**src/hw/mips_pkg.sv**
```systemverilog
package mips_pkg;

	localparam int XLEN     = 32;
	localparam int REG_BITS = 5;
	localparam int ALU_BITS = 4;

	////////////////////
	// Major opcodes
	////////////////////
	localparam logic [5:0] OP_RTYPE = 6'h00;
	localparam logic [5:0] OP_J     = 6'h02;
	localparam logic [5:0] OP_BEQ   = 6'h04;
	localparam logic [5:0] OP_BNE   = 6'h05;
	localparam logic [5:0] OP_ADDI  = 6'h08;
	localparam logic [5:0] OP_ADDIU = 6'h09;
	localparam logic [5:0] OP_SLTI  = 6'h0a;
	localparam logic [5:0] OP_SLTIU = 6'h0b;
	localparam logic [5:0] OP_ANDI  = 6'h0c;
	localparam logic [5:0] OP_ORI   = 6'h0d;
	localparam logic [5:0] OP_XORI  = 6'h0e;
	localparam logic [5:0] OP_LUI   = 6'h0f;

	// R-type funct field
	localparam logic [5:0] FN_ADD  = 6'h20;
	localparam logic [5:0] FN_ADDU = 6'h21;
	localparam logic [5:0] FN_SUB  = 6'h22;
	localparam logic [5:0] FN_SUBU = 6'h23;
	localparam logic [5:0] FN_AND  = 6'h24;
	localparam logic [5:0] FN_OR   = 6'h25;
	localparam logic [5:0] FN_XOR  = 6'h26;
	localparam logic [5:0] FN_NOR  = 6'h27;
	localparam logic [5:0] FN_SLT  = 6'h2a;
	localparam logic [5:0] FN_SLTU = 6'h2b;
	localparam logic [5:0] FN_SLL  = 6'h00;
	localparam logic [5:0] FN_SRL  = 6'h02;
	localparam logic [5:0] FN_SRA  = 6'h03;
	localparam logic [5:0] FN_JR   = 6'h08;

	////////////////////
	// ALU operations
	////////////////////
	localparam logic [ALU_BITS-1:0] ALU_ADD  = 4'd0;
	localparam logic [ALU_BITS-1:0] ALU_SUB  = 4'd1;
	localparam logic [ALU_BITS-1:0] ALU_AND  = 4'd2;
	localparam logic [ALU_BITS-1:0] ALU_OR   = 4'd3;
	localparam logic [ALU_BITS-1:0] ALU_XOR  = 4'd4;
	localparam logic [ALU_BITS-1:0] ALU_NOR  = 4'd5;
	localparam logic [ALU_BITS-1:0] ALU_SLT  = 4'd6;
	localparam logic [ALU_BITS-1:0] ALU_SLTU = 4'd7;
	localparam logic [ALU_BITS-1:0] ALU_SLL  = 4'd8;
	localparam logic [ALU_BITS-1:0] ALU_SRL  = 4'd9;
	localparam logic [ALU_BITS-1:0] ALU_SRA  = 4'd10;
	localparam logic [ALU_BITS-1:0] ALU_LUI  = 4'd11;

	// One instruction word seen through the R, I and J layouts
	typedef union packed {
		struct packed {
			logic [5:0]          opcode;
			logic [REG_BITS-1:0] rs;
			logic [REG_BITS-1:0] rt;
			logic [REG_BITS-1:0] rd;
			logic [4:0]          shamt;
			logic [5:0]          funct;
		} r;
		struct packed {
			logic [5:0]          opcode;
			logic [REG_BITS-1:0] rs;
			logic [REG_BITS-1:0] rt;
			logic [15:0]         imm;
		} i;
		struct packed {
			logic [5:0]  opcode;
			logic [25:0] index;
		} j;
	} instr_u;

endpackage
```
**src/hw/mips_core.sv**
```systemverilog
`timescale 1ns/1ns

module mips_core import mips_pkg::*; #(
	parameter int IN_DEPTH    = 4,
	parameter int OUT_CREDITS = 2
) (
	input  logic                clk,
	input  logic                rst,
	input  logic                in_valid,
	input  logic [XLEN-1:0]     in_instr,
	input  logic [XLEN-1:0]     in_pc,
	output logic                in_credit,
	input  logic                out_credit,
	output logic                out_valid,
	output logic                out_redirect,
	output logic [REG_BITS-1:0] out_dest,
	output logic [XLEN-1:0]     out_value
);

	// Decode to execute
	logic                ex_valid;
	logic [ALU_BITS-1:0] ex_alu_op;
	logic [XLEN-1:0]     ex_a;
	logic [XLEN-1:0]     ex_b;
	logic                ex_use_imm;
	logic [XLEN-1:0]     ex_imm;
	logic [4:0]          ex_shamt;
	logic [REG_BITS-1:0] ex_dest;
	logic                ex_writes;
	logic                ex_is_beq;
	logic                ex_is_bne;
	logic                ex_is_jump;
	logic [XLEN-1:0]     ex_target;
	logic                ex_hold;

	// Execute to result, and write-back
	logic                rs_valid;
	logic                rs_redirect;
	logic [REG_BITS-1:0] rs_dest;
	logic [XLEN-1:0]     rs_value;
	logic                res_hold;
	logic                wr_en;
	logic [REG_BITS-1:0] wr_dest;
	logic [XLEN-1:0]     wr_data;

	decode_stage #(
		.IN_DEPTH (IN_DEPTH)
	) u_decode (
		.clk        (clk),
		.rst        (rst),
		.in_valid   (in_valid),
		.in_instr   (in_instr),
		.in_pc      (in_pc),
		.in_credit  (in_credit),
		.hold       (ex_hold),
		.wr_en      (wr_en),
		.wr_dest    (wr_dest),
		.wr_data    (wr_data),
		.ex_valid   (ex_valid),
		.ex_alu_op  (ex_alu_op),
		.ex_a       (ex_a),
		.ex_b       (ex_b),
		.ex_use_imm (ex_use_imm),
		.ex_imm     (ex_imm),
		.ex_shamt   (ex_shamt),
		.ex_dest    (ex_dest),
		.ex_writes  (ex_writes),
		.ex_is_beq  (ex_is_beq),
		.ex_is_bne  (ex_is_bne),
		.ex_is_jump (ex_is_jump),
		.ex_target  (ex_target)
	);

	execute_stage u_execute (
		.clk         (clk),
		.rst         (rst),
		.hold        (res_hold),
		.ex_valid    (ex_valid),
		.ex_alu_op   (ex_alu_op),
		.ex_a        (ex_a),
		.ex_b        (ex_b),
		.ex_use_imm  (ex_use_imm),
		.ex_imm      (ex_imm),
		.ex_shamt    (ex_shamt),
		.ex_dest     (ex_dest),
		.ex_writes   (ex_writes),
		.ex_is_beq   (ex_is_beq),
		.ex_is_bne   (ex_is_bne),
		.ex_is_jump  (ex_is_jump),
		.ex_target   (ex_target),
		.rs_valid    (rs_valid),
		.rs_redirect (rs_redirect),
		.rs_dest     (rs_dest),
		.rs_value    (rs_value),
		.ex_hold     (ex_hold)
	);

	result_stage #(
		.OUT_CREDITS (OUT_CREDITS)
	) u_result (
		.clk          (clk),
		.rst          (rst),
		.out_credit   (out_credit),
		.rs_valid     (rs_valid),
		.rs_redirect  (rs_redirect),
		.rs_dest      (rs_dest),
		.rs_value     (rs_value),
		.hold         (res_hold),
		.out_valid    (out_valid),
		.out_redirect (out_redirect),
		.out_dest     (out_dest),
		.out_value    (out_value),
		.wr_en        (wr_en),
		.wr_dest      (wr_dest),
		.wr_data      (wr_data)
	);

endmodule

```
**src/hw/result_stage.sv**
```systemverilog
`timescale 1ns/1ns

module result_stage import mips_pkg::*; #(
	parameter int OUT_CREDITS = 2
) (
	input  logic                clk,
	input  logic                rst,
	input  logic                out_credit,
	input  logic                rs_valid,
	input  logic                rs_redirect,
	input  logic [REG_BITS-1:0] rs_dest,
	input  logic [XLEN-1:0]     rs_value,
	output logic                hold,
	output logic                out_valid,
	output logic                out_redirect,
	output logic [REG_BITS-1:0] out_dest,
	output logic [XLEN-1:0]     out_value,
	output logic                wr_en,
	output logic [REG_BITS-1:0] wr_dest,
	output logic [XLEN-1:0]     wr_data
);

	// One spare bit so an extra credit shows up instead of wrapping
	localparam int CRD_BITS = $clog2(OUT_CREDITS + 1) + 1;

	logic                slot_valid;
	logic [CRD_BITS-1:0] credits;

	assign out_valid = slot_valid && (credits != '0);
	assign hold      = slot_valid && !out_valid;

	// Write-back and scoreboard release go with the emitted record
	assign wr_en   = out_valid && !out_redirect;
	assign wr_dest = out_dest;
	assign wr_data = out_value;

	always_ff @(posedge clk)
	begin
		if (rst)
		begin
			slot_valid <= 1'b0;
			credits    <= CRD_BITS'(OUT_CREDITS);
		end
		else
		begin
			if (!hold)
				slot_valid <= rs_valid;
			credits <= credits - CRD_BITS'(out_valid) + CRD_BITS'(out_credit);
		end
	end

	always_ff @(posedge clk)
	begin
		if (!hold)
		begin
			out_redirect <= rs_redirect;
			out_dest     <= rs_dest;
			out_value    <= rs_value;
		end
	end

	// Receiver returns no more credits than records it was sent
	a_credit_max: assert property (@(posedge clk) disable iff (rst)
		credits <= CRD_BITS'(OUT_CREDITS));

endmodule

```
**src/hw/execute_stage.sv**
```systemverilog
`timescale 1ns/1ns

module execute_stage import mips_pkg::*; (
	input  logic                clk,
	input  logic                rst,
	input  logic                hold,
	input  logic                ex_valid,
	input  logic [ALU_BITS-1:0] ex_alu_op,
	input  logic [XLEN-1:0]     ex_a,
	input  logic [XLEN-1:0]     ex_b,
	input  logic                ex_use_imm,
	input  logic [XLEN-1:0]     ex_imm,
	input  logic [4:0]          ex_shamt,
	input  logic [REG_BITS-1:0] ex_dest,
	input  logic                ex_writes,
	input  logic                ex_is_beq,
	input  logic                ex_is_bne,
	input  logic                ex_is_jump,
	input  logic [XLEN-1:0]     ex_target,
	output logic                rs_valid,
	output logic                rs_redirect,
	output logic [REG_BITS-1:0] rs_dest,
	output logic [XLEN-1:0]     rs_value,
	output logic                ex_hold
);

	logic [XLEN-1:0] b_sel;
	logic [XLEN-1:0] alu_out;
	logic            taken;

	assign b_sel = ex_use_imm ? ex_imm : ex_b;

	always_comb
	begin
		case (ex_alu_op)
			ALU_SUB:  alu_out = ex_a - b_sel;
			ALU_AND:  alu_out = ex_a & b_sel;
			ALU_OR:   alu_out = ex_a | b_sel;
			ALU_XOR:  alu_out = ex_a ^ b_sel;
			ALU_NOR:  alu_out = ~(ex_a | b_sel);
			ALU_SLT:  alu_out = {{(XLEN-1){1'b0}}, $signed(ex_a) < $signed(b_sel)};
			ALU_SLTU: alu_out = {{(XLEN-1){1'b0}}, ex_a < b_sel};
			// Shifts act on rt by the shamt field
			ALU_SLL:  alu_out = ex_b << ex_shamt;
			ALU_SRL:  alu_out = ex_b >> ex_shamt;
			ALU_SRA:  alu_out = $signed(ex_b) >>> ex_shamt;
			ALU_LUI:  alu_out = {b_sel[15:0], 16'b0};
			default:  alu_out = ex_a + b_sel;
		endcase
	end

	// Branch compare uses the register operands, jumps always redirect
	assign taken = ex_is_jump || (ex_is_beq && ex_a == ex_b) || (ex_is_bne && ex_a != ex_b);

	// Only a full register is frozen by the result slot
	assign ex_hold = hold && rs_valid;

	always_ff @(posedge clk)
	begin
		if (rst)
			rs_valid <= 1'b0;
		else if (!ex_hold)
			rs_valid <= ex_valid && (ex_writes || taken);
	end

	always_ff @(posedge clk)
	begin
		if (!ex_hold)
		begin
			rs_redirect <= taken;
			rs_dest     <= taken ? '0 : ex_dest;
			rs_value    <= taken ? ex_target : alu_out;
		end
	end

endmodule

```
**src/hw/decode_stage.sv**
```systemverilog
`timescale 1ns/1ns

module decode_stage import mips_pkg::*; #(
	parameter int IN_DEPTH = 4
) (
	input  logic                clk,
	input  logic                rst,
	input  logic                in_valid,
	input  logic [XLEN-1:0]     in_instr,
	input  logic [XLEN-1:0]     in_pc,
	output logic                in_credit,
	input  logic                hold,
	input  logic                wr_en,
	input  logic [REG_BITS-1:0] wr_dest,
	input  logic [XLEN-1:0]     wr_data,
	output logic                ex_valid,
	output logic [ALU_BITS-1:0] ex_alu_op,
	output logic [XLEN-1:0]     ex_a,
	output logic [XLEN-1:0]     ex_b,
	output logic                ex_use_imm,
	output logic [XLEN-1:0]     ex_imm,
	output logic [4:0]          ex_shamt,
	output logic [REG_BITS-1:0] ex_dest,
	output logic                ex_writes,
	output logic                ex_is_beq,
	output logic                ex_is_bne,
	output logic                ex_is_jump,
	output logic [XLEN-1:0]     ex_target
);

	localparam int PTR_BITS = (IN_DEPTH > 1) ? $clog2(IN_DEPTH) : 1;
	localparam int CNT_BITS = $clog2(IN_DEPTH + 1);

	instr_u                  q_instr [IN_DEPTH];
	logic [XLEN-1:0]         q_pc [IN_DEPTH];
	logic [PTR_BITS-1:0]     wr_ptr;
	logic [PTR_BITS-1:0]     rd_ptr;
	logic [CNT_BITS-1:0]     q_count;
	logic [2**REG_BITS-1:0]  scoreboard;
	logic [2**REG_BITS-1:0]  pending;
	logic [2**REG_BITS-1:0]  set_mask;
	instr_u                  head;
	logic [XLEN-1:0]         head_pc;
	logic [XLEN-1:0]         pc_plus4;
	logic [XLEN-1:0]         imm_ext;
	logic [XLEN-1:0]         rs_data;
	logic [XLEN-1:0]         rt_data;
	logic [REG_BITS-1:0]     dest;
	logic [ALU_BITS-1:0]     alu_op;
	logic use_imm, zero_ext, writes, dest_is_rd;
	logic is_beq, is_bne, is_jump, is_jr;
	logic dest_writes, issue;

	assign head    = q_instr[rd_ptr];
	assign head_pc = q_pc[rd_ptr];

	control_unit u_control (
		.opcode     (head.r.opcode),
		.funct      (head.r.funct),
		.alu_op     (alu_op),
		.use_imm    (use_imm),
		.zero_ext   (zero_ext),
		.writes     (writes),
		.dest_is_rd (dest_is_rd),
		.is_beq     (is_beq),
		.is_bne     (is_bne),
		.is_jump    (is_jump),
		.is_jr      (is_jr)
	);

	register_file u_regs (
		.clk       (clk),
		.rst       (rst),
		.rd_addr_a (head.r.rs),
		.rd_addr_b (head.r.rt),
		.wr_en     (wr_en),
		.wr_addr   (wr_dest),
		.wr_data   (wr_data),
		.rd_data_a (rs_data),
		.rd_data_b (rt_data)
	);

	////////////////////
	// Interlock
	////////////////////
	// A release from write-back counts in the same cycle
	assign pending     = wr_en ? (scoreboard & ~(1 << wr_dest)) : scoreboard;
	assign dest        = dest_is_rd ? head.r.rd : head.i.rt;
	assign dest_writes = writes && (dest != '0);
	assign issue       = (q_count != '0) && !hold &&
	                     !(pending[head.r.rs] || pending[head.r.rt] || pending[dest]);
	assign set_mask    = (issue && dest_writes) ? (1 << dest) : '0;

	assign imm_ext  = zero_ext ? {16'b0, head.i.imm} : {{16{head.i.imm[15]}}, head.i.imm};
	assign pc_plus4 = head_pc + 32'd4;

	always_ff @(posedge clk)
	begin
		if (in_valid)
		begin
			q_instr[wr_ptr] <= in_instr;
			q_pc[wr_ptr]    <= in_pc;
		end
	end

	always_ff @(posedge clk)
	begin
		if (rst)
		begin
			wr_ptr     <= '0;
			rd_ptr     <= '0;
			q_count    <= '0;
			in_credit  <= 1'b0;
			scoreboard <= '0;
			ex_valid   <= 1'b0;
		end
		else
		begin
			if (in_valid)
				wr_ptr <= (wr_ptr == PTR_BITS'(IN_DEPTH - 1)) ? '0 : wr_ptr + 1'b1;
			if (issue)
				rd_ptr <= (rd_ptr == PTR_BITS'(IN_DEPTH - 1)) ? '0 : rd_ptr + 1'b1;
			q_count    <= q_count + CNT_BITS'(in_valid) - CNT_BITS'(issue);
			in_credit  <= issue;
			scoreboard <= pending | set_mask;
			if (!hold)
				ex_valid <= issue;
		end
	end

	////////////////////
	// Pipeline register
	////////////////////
	always_ff @(posedge clk)
	begin
		if (!hold)
		begin
			ex_alu_op  <= alu_op;
			ex_a       <= rs_data;
			ex_b       <= rt_data;
			ex_use_imm <= use_imm;
			ex_imm     <= imm_ext;
			ex_shamt   <= head.r.shamt;
			ex_dest    <= dest;
			ex_writes  <= dest_writes;
			ex_is_beq  <= is_beq;
			ex_is_bne  <= is_bne;
			ex_is_jump <= is_jump || is_jr;
			if (is_jr)
				ex_target <= rs_data;
			else if (is_jump)
				ex_target <= {pc_plus4[31:28], head.j.index, 2'b00};
			else
				ex_target <= pc_plus4 + (imm_ext << 2);
		end
	end

	// The sender never has more instructions out than there are free entries
	a_no_overflow: assert property (@(posedge clk) disable iff (rst)
		in_valid |-> (q_count < CNT_BITS'(IN_DEPTH)));

	// Write-back only releases a destination that was marked at issue
	a_clear_pending: assert property (@(posedge clk) disable iff (rst)
		wr_en |-> scoreboard[wr_dest]);

endmodule

```
**src/hw/register_file.sv**
```systemverilog
`timescale 1ns/1ns

module register_file import mips_pkg::*; (
	input  logic                clk,
	input  logic                rst,
	input  logic [REG_BITS-1:0] rd_addr_a,
	input  logic [REG_BITS-1:0] rd_addr_b,
	input  logic                wr_en,
	input  logic [REG_BITS-1:0] wr_addr,
	input  logic [XLEN-1:0]     wr_data,
	output logic [XLEN-1:0]     rd_data_a,
	output logic [XLEN-1:0]     rd_data_b
);

	logic [XLEN-1:0] regs [2**REG_BITS];
	logic            wr_live;

	// r0 is never written, so it keeps its reset value of zero
	assign wr_live = wr_en && (wr_addr != '0);

	always_ff @(posedge clk)
	begin
		if (rst)
		begin
			for (int i = 0; i < 2**REG_BITS; i++)
				regs[i] <= '0;
		end
		else if (wr_live)
			regs[wr_addr] <= wr_data;
	end

	// Write-through so a same-cycle write is seen at issue
	assign rd_data_a = (wr_live && wr_addr == rd_addr_a) ? wr_data : regs[rd_addr_a];
	assign rd_data_b = (wr_live && wr_addr == rd_addr_b) ? wr_data : regs[rd_addr_b];

endmodule

```
**src/hw/control_unit.sv**
```systemverilog
`timescale 1ns/1ns

module control_unit import mips_pkg::*; (
	input  logic [5:0]          opcode,
	input  logic [5:0]          funct,
	output logic [ALU_BITS-1:0] alu_op,
	output logic                use_imm,
	output logic                zero_ext,
	output logic                writes,
	output logic                dest_is_rd,
	output logic                is_beq,
	output logic                is_bne,
	output logic                is_jump,
	output logic                is_jr
);

	always_comb
	begin
		// I-type ALU ops take operand B from the immediate and write rt
		use_imm    = opcode inside {OP_ADDI, OP_ADDIU, OP_SLTI, OP_SLTIU,
		                            OP_ANDI, OP_ORI, OP_XORI, OP_LUI};
		zero_ext   = opcode inside {OP_ANDI, OP_ORI, OP_XORI};
		writes     = use_imm;
		dest_is_rd = 1'b0;
		is_beq     = (opcode == OP_BEQ);
		is_bne     = (opcode == OP_BNE);
		is_jump    = (opcode == OP_J);
		is_jr      = 1'b0;
		case (opcode)
			OP_SLTI:  alu_op = ALU_SLT;
			OP_SLTIU: alu_op = ALU_SLTU;
			OP_ANDI:  alu_op = ALU_AND;
			OP_ORI:   alu_op = ALU_OR;
			OP_XORI:  alu_op = ALU_XOR;
			OP_LUI:   alu_op = ALU_LUI;
			OP_RTYPE:
			begin
				writes     = 1'b1;
				dest_is_rd = 1'b1;
				case (funct)
					FN_ADD, FN_ADDU: alu_op = ALU_ADD;
					FN_SUB, FN_SUBU: alu_op = ALU_SUB;
					FN_AND:          alu_op = ALU_AND;
					FN_OR:           alu_op = ALU_OR;
					FN_XOR:          alu_op = ALU_XOR;
					FN_NOR:          alu_op = ALU_NOR;
					FN_SLT:          alu_op = ALU_SLT;
					FN_SLTU:         alu_op = ALU_SLTU;
					FN_SLL:          alu_op = ALU_SLL;
					FN_SRL:          alu_op = ALU_SRL;
					FN_SRA:          alu_op = ALU_SRA;
					default:
					begin
						// jr and unknown functs write nothing
						alu_op = ALU_ADD;
						writes = 1'b0;
						is_jr  = (funct == FN_JR);
					end
				endcase
			end
			default:  alu_op = ALU_ADD;
		endcase
	end

endmodule

```
**config.mk**
```make
export PLATFORM = sky130hd
export DESIGN_NAME = mips_core
export DESIGN_NICKNAME = d
export VERILOG_FILES = /design/src/hw/mips_pkg.sv /design/src/hw/mips_core.sv /design/src/hw/result_stage.sv /design/src/hw/execute_stage.sv /design/src/hw/decode_stage.sv /design/src/hw/register_file.sv /design/src/hw/control_unit.sv
export SDC_FILE = /design/constraint.sdc
export NUM_CORES = 2
export LEC_CHECK = 0
export ABC_AREA = 0
export BUFFER_PORTS_ARGS = -buffer_cell sky130_fd_sc_hd__buf_2
export CAP_MARGIN = 30
export CORE_MARGIN = 4
export CORE_UTILIZATION = 47
export CTS_CLUSTER_SIZE = 28
export DETAILED_ROUTE_END_ITERATION = 10
export PLACE_DENSITY = 0.64
export SLEW_MARGIN = 20
export SYNTH_ARGS = -nofsm -noshare
export SYNTH_HDL_FRONTEND = slang
export SYNTH_SLANG_ARGS = --single-unit
```
**constraint.sdc**
```tcl
create_clock -name clk -period 9.5 [get_ports clk]
set_input_delay 0.475 -clock clk [delete_from_list [all_inputs] [get_ports clk]]
set_output_delay 0.475 -clock clk [all_outputs]
set_load 0.01 [all_outputs]
```
==> impl_metrics.json <==
{
  "final_cell_mix": "edfxtp_1, and2_1, mux4_2, nand2_1, nor2_1",
  "post-route-period-util_pct": 66.73,
  "syn_area_per_cell_um2": 13.14,
  "setup_tns_ns": 0,
  "clk_latency_ns": 0.85,
  "yosysSeqAreaShare_pct": 52.44,
  "port_buffers": 107,
  "grt_max_degree": 105,
  "worstPathRequired_ns": 10.20,
  "syn_area_um2": 86810,
  "max_freq_mhz": 157.7,
  "hp-class": "input port to flop",
  "drt-pass1-iter-count": 7,
  "min_period_ns": 6.340,
  "gr-total-overflow": 0,
  "synth_area_leaders": "edfxtp_1, mux4_2, and2_1, nand2_1, clkbuf_1",
  "ys_warn_count": 0,
  "max-vdd-ir-drop_mv": 0.2291,
  "die_h_um": 437.8,
  "pin_count": 108,
  "synth_top_area_share_pct": 51.33,
  "regArea_um2": 45530,
  "p_per_area_nw_per_um2": 317.8,
  "grt_pass1_vias": 59270,
  "worst_path_largest_cell_delay_ns": 0.99,
  "grt_first_pass_wirelength_mm": 439.8,
  "syn2layout_area_growth_pct": 11.17,
  "gp_congestion": 1.032,
  "vias": 61060,
  "post_drt_via_cell_ratio": 6.642,
  "arrival_ns": 7.04,
  "coreArea_um2": 183300,
  "clkSinkCount": 1532,
  "worstMarginPinSlew_ns": 1.139,
  "multi_input_area_um2": 38860,
  "total_power_mw": 30.67,
  "finalHoldViolCount": 0,
  "initial_utilization_pct": 47.36,
  "drt_iter0_markers": 9367,
  "drt.antenna.violating_nets": 0,
  "dp_hpwl_mm": 197.0,
  "setup_viol": 0,
  "critical_path_class": "flop to flop",
  "ys.flop_type": "edfxtp_1",
  "drive_above_1_share_pct": 21.00,
  "nets": 6799,
  "grt_antenna_before_repair": 21,
  "cp-end-kind": "flop",
  "hold_slack_ns": 0.1209,
  "final_common_cell": "edfxtp_1",
  "ys_ff_latch": 1532,
  "yosys.area.top_type": "edfxtp_1",
  "path_max_fanout": 41,
  "wl_mm": 311.8,
  "grt_usage_pct": 32.08,
  "clockBufferDepth": 3,
  "dieArea_um2": 191600,
  "cts_tree": "built",
  "clk_pin_slew_worst_paths_ns": 0.06,
  "htree_levels": 4,
  "synth_edf_count": 1484,
  "postCtsSetupBuffers": 0,
  "rsz0062_at_grt": "false",
  "critical_path.slowest_cell": "mux4_4",
  "cap_viol_max_count": 0,
  "netlist_instances": 6608,
  "route.detailed.drc": 0,
  "dieWidth_um": 437.8,
  "cts_inserted_buffers": 166,
  "clock-skew-final_ns": 0.05600,
  "async_flop_share_pct": 0,
  "wire_per_inst_um": 33.92,
  "slew_headroom_pct": 23.57,
  "crit_chain": "mux4_4 > buf_4 > mux2i_1 > a31oi_1 > mux4_2 > or3_1 > nand4_1 > nand3_1 > or4_1 > inv_1 > ha_1 > inv_1 > ha_1 > inv_1 > fa_1 > xor2_1 > xnor2_1 > nor2_1",
  "yosysUniqueCellTypes": 95,
  "crit_path_frequent_cell": "inv_1",
  "cts_root_buf": "clkbuf_16",
  "start_kind": "flop",
  "maxSlewViolCount": 0,
  "rows": 157,
  "fill_cells": 15170,
  "status": "completed",
  "leakage_nw": 34.71
}
[sequential cells by signal, summed over array words and instances, names as in the netlist, 14 cells and up, named ones only]
| register | cells |
|---|---|
| u_decode.u_regs.regs | 1024 |
| u_decode.q_instr | 128 |
| u_decode.q_pc | 128 |
| u_decode.ex_a | 32 |
| u_decode.ex_b | 32 |
| u_decode.ex_target | 32 |
| u_decode.scoreboard | 32 |
| u_execute.rs_value | 32 |
| u_result.out_value | 32 |
| u_decode.ex_imm | 14 |
[final cells by class]
type / instances / share of cell area [%]
sequential: 1532 / 47.18
multi-input combinational: 4370 / 40.27
clock buffer: 195 / 4.483
tap: 2464 / 3.195
timing repair buffer: 390 / 3.169
clock inverter: 108 / 1.193
inverter: 125 / 0.4862
antenna: 8 / 0.02074
[timing repair]
action	4_1_cts	5_1_grt
resized for setup	0	0
hold buffers	66	0
hold endpoints to repair	259	0
[logic make-up after synthesis]
group,after synthesis,share of synthesized area [%]
adders and majority gates,146,2.148
AOI/OAI and AO/OA,887,6.767
and+or+nand+nor,2335,14.14
buffers and inverters,737,3.358
xor gates and xnor gates,108,1.090
muxes,862,20.05
DFF,1532,52.44
other,1,0.004320
[Yosys cell counts (9+ instances only)]
cell,n
nor4_1,23
buf_2,71
or2_2,43
a221oi_1,30
dfxtp_1,48
nor3_1,60
a22o_1,9
a311oi_1,43
mux4_2,698
buf_1,53
o31ai_1,60
a22oi_1,11
a211oi_1,22
nand3b_1,11
clkbuf_1,477
a21oi_1,174
or3_1,16
o22ai_1,28
nand2_1,541
xor2_1,50
xnor2_1,58
nor2b_1,22
nor2_1,362
o21ai_0,215
edfxtp_1,1484
inv_1,122
mux2i_1,133
mux2_2,28
o21bai_1,17
and2_1,1018
o21a_1,25
ha_1,141
and3_1,50
nand3_1,111
nand2b_1,14
o211ai_1,15
a31o_1,31
a21o_1,30
nand4_1,20
a31oi_1,65
[path summary, 6_finish.rpt]
path,slack [ns],to,cells past startpoint,start
worst max register to register,3.16,u_decode.q_count[2],18,flop
worst min register to register,0.42,u_result.out_value[4],0,u_execute.rs_value[4]
worst min-delay path,0.12,u_decode.u_regs.regs[0][22],1,rst
worst max-delay path,3.16,u_decode.q_count[2],18,flop
[power breakdown]
group	total [mW]	internal [mW]	leakage, nW	switching (mW)
clock	6.57	3.72	2.68	2.85
combinational	14.9	5.42	16.5	9.52
sequential	9.16	8.33	15.5	0.829
[metal layers]
metal	GRT usage, %	vias to the layer above	share of wire (%)
li1	-	24990	-
met1	44.19	31100	38
met2	47.72	4200	44
met3	8.372	757	12
met4	15.23	8	5.5
met5	0	-	0.019
[metrics by stage]
stage | utilization, % | cells | setup slack (ns) | area, µm²
final | 52.65 | 9192 | 3.160 | 96500
after floorplan | - | 6639 | 1.599 | 86920
after CTS | 52.55 | 9174 | 3.037 | 96310
after detailed placement | 49.20 | 8805 | 3.050 | 90170
after global routing | 52.64 | 9184 | 2.744 | 96480
after global placement | 49.12 | 8790 | 3.000 | 90020
[worst max-delay path: cells and delay by family (launching register included)]
kind                     cells  cell delay (ns)
AO/OA/AOI/OAI                1             0.07
XOR/XNOR                     2             0.31
adder cells (fa/ha/maj)      3             0.76
buffers and inverters        4             1.05
flip-flops                   1             0.87
multiplexers                 3             1.81
AND/OR/NAND/NOR              5             1.22
(Power assumes the default switching activity.)
